## src/controlPkg.sv

```systemverilog
`default_nettype none

package controlPkg;

    //////////////////////////////////////////////////
    // instruction fields and opcodes
    //////////////////////////////////////////////////

    typedef logic [4:0] regField_t;

    typedef enum logic [5:0] {
        opSpecial  = 6'b000000,
        opRegimm   = 6'b000001,
        opJ        = 6'b000010,
        opJal      = 6'b000011,
        opBeq      = 6'b000100,
        opBne      = 6'b000101,
        opBlez     = 6'b000110,
        opBgtz     = 6'b000111,
        opAddi     = 6'b001000,
        opAddiu    = 6'b001001,
        opSlti     = 6'b001010,
        opSltiu    = 6'b001011,
        opAndi     = 6'b001100,
        opOri      = 6'b001101,
        opXori     = 6'b001110,
        opLui      = 6'b001111,
        opSpecial2 = 6'b011100,
        opSpecial3 = 6'b011111,
        opLb       = 6'b100000,
        opLh       = 6'b100001,
        opLw       = 6'b100011,
        opSb       = 6'b101000,
        opSh       = 6'b101001,
        opSw       = 6'b101011
    } opcode_e;

    typedef enum logic [5:0] {
        fnSll  = 6'b000000,
        fnSrl  = 6'b000010,
        fnSra  = 6'b000011,
        fnSllv = 6'b000100,
        fnSrlv = 6'b000110,
        fnSrav = 6'b000111,
        fnJr   = 6'b001000,
        fnMovz = 6'b001010,
        fnMovn = 6'b001011,
        fnAdd  = 6'b100000,
        fnAddu = 6'b100001,
        fnSub  = 6'b100010,
        fnAnd  = 6'b100100,
        fnOr   = 6'b100101,
        fnXor  = 6'b100110,
        fnNor  = 6'b100111,
        fnSlt  = 6'b101010,
        fnSltu = 6'b101011
    } funct_e;

    // special2 mul shares the srl funct code, so it cannot be a separate enum member
    localparam funct_e fnMul = funct_e'(6'b000010);

    // regimm branch selectors in the rt field
    localparam regField_t rtBltz = 5'b00000;
    localparam regField_t rtBgez = 5'b00001;

    // r-type view of the word, the i-type opcode sits in the same place
    typedef struct packed {
        opcode_e   opcode;
        regField_t rs;
        regField_t rt;
        regField_t rd;
        regField_t shamt;
        funct_e    funct;
    } rInstr_t;

    //////////////////////////////////////////////////
    // control word
    //////////////////////////////////////////////////

    typedef enum logic [5:0] {
        aluAdd  = 6'b000000, aluSub  = 6'b000001, aluMul  = 6'b000010,
        aluLui  = 6'b000110, aluBgez = 6'b000111, aluBeq  = 6'b001000,
        aluBne  = 6'b001001, aluBgtz = 6'b001010, aluBlez = 6'b001011,
        aluBltz = 6'b001100, aluJ    = 6'b001101, aluJal  = 6'b001110,
        aluAnd  = 6'b001111, aluOr   = 6'b010000, aluNor  = 6'b010001,
        aluXor  = 6'b010010, aluSeh  = 6'b010011, aluSll  = 6'b010100,
        aluSrl  = 6'b010101, aluMovn = 6'b010110, aluMovz = 6'b010111,
        aluRotr = 6'b011000, aluSra  = 6'b011001, aluSeb  = 6'b011010,
        aluSlt  = 6'b011011, aluAddu = 6'b100000, aluSltu = 6'b100010,
        aluJr   = 6'b100011
    } aluOp_e;

    typedef enum logic [1:0] {
        sizeWord = 2'b00,
        sizeHalf = 2'b01,
        sizeByte = 2'b10
    } memSize_e;

    typedef struct packed {
        logic     aluSrc;
        logic     regDst;
        logic     regWrite;
        logic     memRead;
        logic     memWrite;
        logic     memToReg;  // 1 writes back the alu result
        logic     aluSft;
        logic     zeroSrc;
        logic     branch;
        logic     jalSrc;    // 0 picks the link address
        logic     jZeroSrc;
        aluOp_e   aluOp;
        memSize_e memSize;
    } ctrlWord_t;

    localparam ctrlWord_t defaultCtrl = '{
        aluSrc: 1'b0, regDst: 1'b0, regWrite: 1'b0, memRead: 1'b0,
        memWrite: 1'b0, memToReg: 1'b0, aluSft: 1'b0, zeroSrc: 1'b0,
        branch: 1'b0, jalSrc: 1'b1, jZeroSrc: 1'b0,
        aluOp: aluAdd, memSize: sizeWord
    };

    typedef struct packed {
        logic      hit;
        ctrlWord_t word;
    } decodeOut_t;

    // register-register op writing rd
    function automatic ctrlWord_t rTypeCtrl(aluOp_e op, logic shamtSrc);
        ctrlWord_t c;
        c = defaultCtrl;
        c.regDst   = 1'b1;
        c.regWrite = 1'b1;
        c.memToReg = 1'b1;
        c.aluSft   = shamtSrc;
        c.aluOp    = op;
        return c;
    endfunction

    // control transfer, conditional or not
    function automatic ctrlWord_t branchCtrl(aluOp_e op, logic conditional);
        ctrlWord_t c;
        c = defaultCtrl;
        c.branch   = 1'b1;
        c.jZeroSrc = conditional;
        c.aluOp    = op;
        return c;
    endfunction

endpackage

`default_nettype wire
```

## src/controller.sv

```systemverilog
`timescale 1ns/1ps
`default_nettype none

module controller
    import controlPkg::*;
(
    input  logic [31:0] instruction,
    output ctrlWord_t   ctrl
);

    localparam int numDecoders = 5;

    decodeOut_t decoded [numDecoders];

    //////////////////////////////////////////////////
    // one decoder per opcode class
    //////////////////////////////////////////////////
    specialDecoder uSpecial (
        .instruction (instruction),
        .result      (decoded[0])
    );

    extDecoder uExt (
        .instruction (instruction),
        .result      (decoded[1])
    );

    immDecoder uImm (
        .instruction (instruction),
        .result      (decoded[2])
    );

    memAccessDecoder uMemAccess (
        .instruction (instruction),
        .result      (decoded[3])
    );

    branchDecoder uBranch (
        .instruction (instruction),
        .result      (decoded[4])
    );

    // opcode sets are disjoint, at most one hit
    always_comb begin
        ctrl = defaultCtrl;
        for (int i = 0; i < numDecoders; i++) begin
            if (decoded[i].hit) begin
                ctrl = decoded[i].word;
            end
        end
    end

endmodule

`default_nettype wire

```

## src/branchDecoder.sv

```systemverilog
`timescale 1ns/1ps
`default_nettype none

module branchDecoder
    import controlPkg::*;
(
    input  logic [31:0] instruction,
    output decodeOut_t  result
);

    rInstr_t   fields;
    logic      hit;
    ctrlWord_t word;

    assign fields = rInstr_t'(instruction);

    always_comb begin
        hit  = 1'b1;
        word = defaultCtrl;
        case (fields.opcode)
            //////////////////////////////////////////////////
            // conditional branches
            //////////////////////////////////////////////////
            opRegimm: begin
                // rt field picks the compare against zero
                if (fields.rt == rtBgez) begin
                    word = branchCtrl(aluBgez, 1'b1);
                end else if (fields.rt == rtBltz) begin
                    word = branchCtrl(aluBltz, 1'b1);
                end else begin
                    hit = 1'b0;
                end
            end
            opBeq:  word = branchCtrl(aluBeq, 1'b1);
            opBne:  word = branchCtrl(aluBne, 1'b1);
            opBgtz: word = branchCtrl(aluBgtz, 1'b1);
            opBlez: word = branchCtrl(aluBlez, 1'b1);

            //////////////////////////////////////////////////
            // jumps
            //////////////////////////////////////////////////
            opJ: word = branchCtrl(aluJ, 1'b0);
            opJal: begin
                word = branchCtrl(aluJal, 1'b0);
                // link address goes to the register file
                word.jalSrc   = 1'b0;
                word.regWrite = 1'b1;
                word.memToReg = 1'b1;
            end

            default: begin
                hit  = 1'b0;
                word = defaultCtrl;
            end
        endcase
    end

    assign result.hit  = hit;
    assign result.word = word;

endmodule

`default_nettype wire

```

## src/memAccessDecoder.sv

```systemverilog
`timescale 1ns/1ps
`default_nettype none

module memAccessDecoder
    import controlPkg::*;
(
    input  logic [31:0] instruction,
    output decodeOut_t  result
);

    rInstr_t   fields;
    logic      isLoad;
    logic      isStore;
    memSize_e  size;
    ctrlWord_t word;

    assign fields = rInstr_t'(instruction);

    //////////////////////////////////////////////////
    // access kind and width
    //////////////////////////////////////////////////
    always_comb begin
        isLoad  = 1'b0;
        isStore = 1'b0;
        size    = sizeWord;
        case (fields.opcode)
            opLw: isLoad = 1'b1;
            opLh: begin
                isLoad = 1'b1;
                size   = sizeHalf;
            end
            opLb: begin
                isLoad = 1'b1;
                size   = sizeByte;
            end
            opSw: isStore = 1'b1;
            opSh: begin
                isStore = 1'b1;
                size    = sizeHalf;
            end
            opSb: begin
                isStore = 1'b1;
                size    = sizeByte;
            end
            default: size = sizeWord;
        endcase
    end

    // address is always base plus offset
    always_comb begin
        word = defaultCtrl;
        if (isLoad || isStore) begin
            word.aluSrc   = 1'b1;
            word.aluOp    = aluAdd;
            word.memSize  = size;
            word.memRead  = isLoad;
            word.regWrite = isLoad;
            word.memWrite = isStore;
            // memToReg stays 0 so loads write back memory data
        end
    end

    assign result.hit  = isLoad | isStore;
    assign result.word = word;

endmodule

`default_nettype wire

```

## src/immDecoder.sv

```systemverilog
`timescale 1ns/1ps
`default_nettype none

module immDecoder
    import controlPkg::*;
(
    input  logic [31:0] instruction,
    output decodeOut_t  result
);

    rInstr_t   fields;
    logic      hit;
    aluOp_e    op;
    logic      zeroExt;
    ctrlWord_t word;

    assign fields = rInstr_t'(instruction);

    // pick the alu op and the immediate extension
    always_comb begin
        hit     = 1'b1;
        op      = aluAdd;
        zeroExt = 1'b0;
        case (fields.opcode)
            opAddi:  op = aluAdd;
            opAddiu: op = aluAddu;
            opSlti:  op = aluSlt;
            opSltiu: begin
                op      = aluSltu;
                zeroExt = 1'b1;
            end
            opAndi: begin
                op      = aluAnd;
                zeroExt = 1'b1;
            end
            opOri: begin
                op      = aluOr;
                zeroExt = 1'b1;
            end
            opXori: begin
                op      = aluXor;
                zeroExt = 1'b1;
            end
            opLui:   op = aluLui;
            default: hit = 1'b0;
        endcase
    end

    // immediate into alu, result to rt
    always_comb begin
        word = defaultCtrl;
        if (hit) begin
            word.aluSrc   = 1'b1;
            word.regWrite = 1'b1;
            word.memToReg = 1'b1;
            word.zeroSrc  = zeroExt;
            word.aluOp    = op;
        end
    end

    assign result.hit  = hit;
    assign result.word = word;

endmodule

`default_nettype wire

```

## src/extDecoder.sv

```systemverilog
`timescale 1ns/1ps
`default_nettype none

module extDecoder
    import controlPkg::*;
(
    input  logic [31:0] instruction,
    output decodeOut_t  result
);

    rInstr_t   fields;
    logic      hit;
    ctrlWord_t word;

    assign fields = rInstr_t'(instruction);

    always_comb begin
        hit  = 1'b0;
        word = defaultCtrl;
        case (fields.opcode)
            opSpecial2: begin
                // madd and msub are dropped and only mul is kept
                if (fields.funct == fnMul) begin
                    hit  = 1'b1;
                    word = rTypeCtrl(aluMul, 1'b0);
                end
            end
            opSpecial3: begin
                hit = 1'b1;
                // bit 9 separates seh from seb
                if (instruction[9]) begin
                    word = rTypeCtrl(aluSeh, 1'b0);
                end else begin
                    word = rTypeCtrl(aluSeb, 1'b0);
                end
            end
            default: begin
                hit  = 1'b0;
                word = defaultCtrl;
            end
        endcase
    end

    assign result.hit  = hit;
    assign result.word = word;

endmodule

`default_nettype wire

```

## src/specialDecoder.sv

```systemverilog
`timescale 1ns/1ps
`default_nettype none

module specialDecoder
    import controlPkg::*;
(
    input  logic [31:0] instruction,
    output decodeOut_t  result
);

    rInstr_t   fields;
    logic      hit;
    ctrlWord_t word;

    assign fields = rInstr_t'(instruction);

    always_comb begin
        hit  = 1'b0;
        word = defaultCtrl;
        if (instruction == '0) begin
            // nop, nothing moves
            hit = 1'b1;
        end else if (fields.opcode == opSpecial) begin
            hit = 1'b1;
            case (fields.funct)
                //////////////////////////////////////////////////
                // shifts and rotates
                //////////////////////////////////////////////////
                fnSll: word = rTypeCtrl(aluSll, 1'b1);
                fnSrl: begin
                    // bit 21 turns srl into rotr
                    if (instruction[21]) begin
                        word = rTypeCtrl(aluRotr, 1'b1);
                    end else begin
                        word = rTypeCtrl(aluSrl, 1'b1);
                    end
                end
                fnSra: word = rTypeCtrl(aluSra, 1'b1);
                fnSllv: word = rTypeCtrl(aluSll, 1'b0);
                fnSrlv: begin
                    // bit 6 turns srlv into rotrv
                    if (instruction[6]) begin
                        word = rTypeCtrl(aluRotr, 1'b0);
                    end else begin
                        word = rTypeCtrl(aluSrl, 1'b0);
                    end
                end
                fnSrav: word = rTypeCtrl(aluSra, 1'b0);

                //////////////////////////////////////////////////
                // arithmetic, logic, compare, moves
                //////////////////////////////////////////////////
                fnAdd:  word = rTypeCtrl(aluAdd, 1'b0);
                fnAddu: word = rTypeCtrl(aluAddu, 1'b0);
                fnSub:  word = rTypeCtrl(aluSub, 1'b0);
                fnAnd:  word = rTypeCtrl(aluAnd, 1'b0);
                fnOr:   word = rTypeCtrl(aluOr, 1'b0);
                fnXor:  word = rTypeCtrl(aluXor, 1'b0);
                fnNor:  word = rTypeCtrl(aluNor, 1'b0);
                fnSlt:  word = rTypeCtrl(aluSlt, 1'b0);
                fnSltu: word = rTypeCtrl(aluSltu, 1'b0);
                fnMovn: word = rTypeCtrl(aluMovn, 1'b0);
                fnMovz: word = rTypeCtrl(aluMovz, 1'b0);

                // jump to rs, no link
                fnJr: word = branchCtrl(aluJr, 1'b0);

                default: begin
                    // hi/lo group and unused functs fall through here
                    hit  = 1'b0;
                    word = defaultCtrl;
                end
            endcase
        end
    end

    assign result.hit  = hit;
    assign result.word = word;

endmodule

`default_nettype wire

```

## config.mk

```make
export PLATFORM = sky130hd
export DESIGN_NAME = controller
export DESIGN_NICKNAME = d
export VERILOG_FILES = /design/src/controlPkg.sv /design/src/controller.sv /design/src/branchDecoder.sv /design/src/memAccessDecoder.sv /design/src/immDecoder.sv /design/src/extDecoder.sv /design/src/specialDecoder.sv
export SDC_FILE = /design/constraint.sdc
export NUM_CORES = 1
export LEC_CHECK = 0
export BUFFER_PORTS_ARGS = -buffer_cell sky130_fd_sc_hd__buf_4
export CAP_MARGIN = 5
export CORE_UTILIZATION = 43
export DETAILED_ROUTE_END_ITERATION = 10
export PLACE_DENSITY = 0.82
export REMOVE_ABC_BUFFERS = 1
export SLEW_MARGIN = 20
export SYNTH_ARGS = -nofsm -noshare
export SYNTH_HDL_FRONTEND = slang
export SYNTH_SLANG_ARGS = --single-unit
```

## constraint.sdc

```tcl
create_clock -name vclk -period 1.8
set_clock_uncertainty 0.1 [all_clocks]
set_input_delay 0.27 -clock vclk [all_inputs]
set_output_delay 0.27 -clock vclk [all_outputs]
set_load 0.1 [all_outputs]
```

==> results of run 1 <==
cells by family after synthesis:
logic type / Yosys count / share of synthesized area [%]
AO/OA/AOI/OAI: 43 / 32.5
buffers and inverters: 17 / 12.7
AND/OR/NAND/NOR: 73 / 50.4
multiplexers: 2 / 2.38
XOR/XNOR: 2 / 1.96
stage by stage:
step                area, um^2  hold WS (ns)  utilization (%)
detailed placement        1560         0.970             79.7
global placement          1560         0.965             79.7
floorplan                  802         0.780                -
synth_stat cells, drive strengths merged:
library cell,instances
and2,1
or3,4
o21ai,11
nor2b,3
a21o,2
o21a,1
and3,5
mux2,1
a31oi,3
nor3,8
o31ai,1
and4bb,1
a211o,2
o22ai,2
nor4,9
buf,8
inv,6
nor2,11
nor4bb,1
clkbuf,3
o211a,1
xnor2,1
or4,2
o21bai,1
nor4b,1
o2111a,1
o2bb2ai,1
nand4b,1
and3b,1
xor2,1
nand3,4
a21boi,2
a32oi,2
o32a,1
o211ai,4
a31o,1
and4,1
nand2,11
nor3b,1
mux2i,1
and2b,2
a21oi,7
nand4,4
or2b,2
==> flow_metrics.py, run 1 <==
metrics = {
    "synth": {
        "synth.area.top_cells": "o21ai_0 6.2%, buf_6 5.0%, nor4_1 4.9%",
        "netlist.area_leader.share_pct": 6.16,
        "syn_area_um2": 893,
        "synthCells": 137,
        "ys_types": 53,
        "postSynthAreaPerCell_um2": 6.52,
        "ys_seq_area_share_pct": 0,
        "yosysTopAreaCell": "o21ai_0",
        "yosys_warnings": 0,
    },
    "die": {
        "start_util_pct": 45.5,
        "fp-row-count": 16,
        "die_y_um": 47.6,
        "ioPinCount": 51,
        "dieWidth_um": 47.6,
    },
    "place": {
        "io_buffers": 51,
        "dp_hpwl_um": 2880,
        "routabilityCongestion": 0.914,
        "dpl_worst_slack_ns": -0.596,
        "dp_cells": 250,
    },
    "cts": {
        "post_cts_buffers": 7,
        "ctsResizeCount": 87,
        "hold_buffers": 0,
    },
    "status": {
        "error_line": "[ERROR DPL-0038] Utilization greater than 100%, impossible to legalize",
        "outcome": "did not finish",
        "failed_stage": "clock tree synthesis",
    },
}
==> run 2: changes to the inputs <==
--- a/config.mk
+++ b/config.mk
@@ -7,9 +7,10 @@
 export LEC_CHECK = 0
 export BUFFER_PORTS_ARGS = -buffer_cell sky130_fd_sc_hd__buf_4
 export CAP_MARGIN = 5
-export CORE_UTILIZATION = 43
+export CORE_AREA = 2 2 63 65
 export DETAILED_ROUTE_END_ITERATION = 10
-export PLACE_DENSITY = 0.82
+export DIE_AREA = 0 0 65 67
+export PLACE_DENSITY_LB_ADDON = 0.15
 export REMOVE_ABC_BUFFERS = 1
 export SLEW_MARGIN = 20
 export SYNTH_ARGS = -nofsm -noshare
==> constraint.sdc (replaced) <==
create_clock -name vclk -period 2.3
set_clock_uncertainty 0.1 [all_clocks]
set_input_delay 0.345 -clock vclk [all_inputs]
set_output_delay 0.345 -clock vclk [all_outputs]
set_load 0.1 [all_outputs]
==> run 2 against run 1 <==
The flow now finishes, with violations (negative setup slack); synthesized cell count unchanged; area after synthesis unchanged.
==> flow_metrics.py, run 2 <==
metrics = {
    "status": {
        "outcome": "finished with violations",
        "failed_checks": "negative setup slack",
    },
    "die": {
        "fp-row-count": 22,
        "core-area_um2": 3610,
        "dieWidth_um": 65,
        "start_util_pct": 24.8,
        "die_y_um": 67,
        "die_area_um2": 4360,
        "ioPinCount": 51,
    },
    "cells_and_area": {
        "clock_buffers": 0,
        "multiInputGateArea_um2": 895,
        "layout.cells.most_common": "buf_4",
        "layout_common_cells": "76 x buf_4, 12 x buf_6, 11 x nor2_1",
        "fin_nets": 256,
        "antenna_cells": 0,
        "area_growth_pct": 104,
        "fillers": 350,
        "layout-drive-gt1-share_pct": 56.3,
        "seq_area_um2": 0,
        "seq_cells": 0,
    },
    "global_route": {
        "grt_use_met1_pct": 22.6,
        "grt_pass1_vias": 1227,
        "met3_usage_pct": 1.69,
        "antenna_found_initial": 0,
        "grt_pass1_wl_um": 5710,
        "grt-busiest-layer": "met2",
        "grt_use_met2_pct": 28.4,
        "grt_max_degree": 15,
        "track_usage_pct": 16.3,
        "grt_overflow": 0,
    },
    "setup_path": {
        "timing.critical_path.slowest_stage_cell": "or4_4",
        "worstPathArrival_ns": 1.93,
        "crit_path_end_kind": "primary output",
        "worstPathCellList": "buf_8 -> nor4_4 -> and4_1 -> nand4_2 -> o211a_1 -> or4_4 -> buf_12",
        "worst_setup_path_start_kind": "input pin",
        "cp_num_buf_inv": 2,
        "crit_fanout": 3,
        "cp_data_required_time_ns": 1.86,
        "crit_type": "in -> out",
        "cp_top_family": "simple AND/OR/NAND/NOR gates",
        "cpPeakStageDelay_ns": 0.51,
    },
    "sta": {
        "final-hold-violation-count": 0,
        "fin_setup_tns_ns": -0.117,
        "rsz0062_at_grt": "true",
        "timing.final.ws_setup_ns": -0.0737,
        "min_period_over_period_pct": 103,
        "drv_slew": 0,
        "relSlewSlack_pct": 70.3,
        "max_freq_mhz": 421,
        "holdWs_ns": 1.06,
        "min_period_ns": 2.37,
        "worst_pin_slew_ns": 0.442,
        "setup_viol": 3,
    },
    "route": {
        "drtIter0Drc": 79,
        "wire_per_inst_um": 13.9,
        "vias": 1366,
        "wirelength_um": 3770,
        "drc": 0,
        "routed_via_density": 5.06,
        "antenna_left": 0,
        "drt_pass1_iterations": 4,
    },
    "synth": {
        "synthCells": 137,
        "yosys_warnings": 0,
        "ys_seq_area_share_pct": 0,
        "ys_types": 53,
        "synth.area.top_cells": "o21ai_0 6.2%, buf_6 5.0%, nor4_1 4.9%",
        "postSynthAreaPerCell_um2": 6.52,
        "netlist.area_leader.share_pct": 6.16,
        "yosysTopAreaCell": "o21ai_0",
        "yosys-top-cells-count": "11 x nand2_1, 11 x nor2_1, 11 x o21ai_0, 8 x nor3_1",
        "syn_area_um2": 893,
    },
    "worst_hold_path": {
        "min_to": "ctrl[14]",
        "hold_start": "instruction[29]",
        "whs_path_depth": 4,
        "hold_path_class": "in -> out",
    },
    "power": {
        "irDropWorstVdd_mv": 0.0651,
        "leakagePower_nw": 0.854,
        "p_per_area_nw_per_um2": 190,
    },
    "cts": {
        "hold_buffers": 0,
    },
    "place": {
        "io_buffers": 51,
        "routabilityCongestion": 0.944,
        "dp_hpwl_um": 3010,
    },
    "job": {
        "max-cap-violations": 0,
    },
}
==> run 2: cell counts after synthesis <==
No cell type changed its count.
==> run 2: worst max path at each step <==
stage | startpoint | to | slack (ns) | cells past startpoint
floorplan | instruction[31] | ctrl[16] | -2.67 | 3
global placement | instruction[3] | ctrl[5] | -0.23 | 7
detailed placement | instruction[3] | ctrl[5] | -0.27 | 7
CTS | instruction[16] | ctrl[16] | -0.08 | 7
global route | instruction[16] | ctrl[16] | -0.15 | 7
finish | instruction[16] | ctrl[16] | -0.07 | 7
==> run 2: area by class of cell <==
| type | count | area share (%) |
|---|---|---|
| inverters | 6 | 1.24 |
| well taps | 48 | 3.30 |
| repair buffers | 96 | 46.4 |
| multi-input cells | 120 | 49.1 |
==> run 2: metrics by stage <==
step / std cells / utilization (%) / cell area, um^2 / power, W / setup slack, ns
2_1_floorplan: 126 / - / 802 / 0.000153 / -2.67
3_3_place_gp: 266 / 43.4 / 1570 / 0.000306 / -0.235
3_5_place_dp: 266 / 43.4 / 1570 / 0.000307 / -0.265
4_1_cts: 267 / 46.9 / 1690 / 0.000331 / -0.0786
5_1_grt: 270 / 50.5 / 1820 / 0.000366 / -0.147
6_report: 270 / 50.5 / 1820 / 0.000347 / -0.0737
==> run 2: where the power goes <==
part	internal (W)	leakage, nW	switching [W]
sequential	0	0	0
clock	0	0	0
combinational	0.000148	0.854	0.000199
total	0.000148	0.854	0.000199
==> run 2: metal layers <==
layer / part of all wire, % / wire length [um] / up-vias
li1: - / - / 705
met1: 44 / 1660 / 620
met2: 50 / 1890 / 41
met3: 5.7 / 214 / 0
met4: 0 / 0 / 0
met5: 0 / 0 / -
==> run 2: cell families after synthesis <==
group	after synthesis	synth area share, %
and+or+nand+nor	73	50.4
AOI/OAI and AO/OA	43	32.5
muxes	2	2.38
xor gates and xnor gates	2	1.96
buffers and inverters	17	12.7
==> run 2: timing repair <==
item                                   in CTS  in global routing
setup endpoints to repair                   9                 12
pin swaps                                  11                 12
cloned                                      0                  0
endpoints found under the hold margin       0                  0
setup buffers                               1                  3
gates resized for setup                    30                 24
Power figures use the tool's default switching activity.
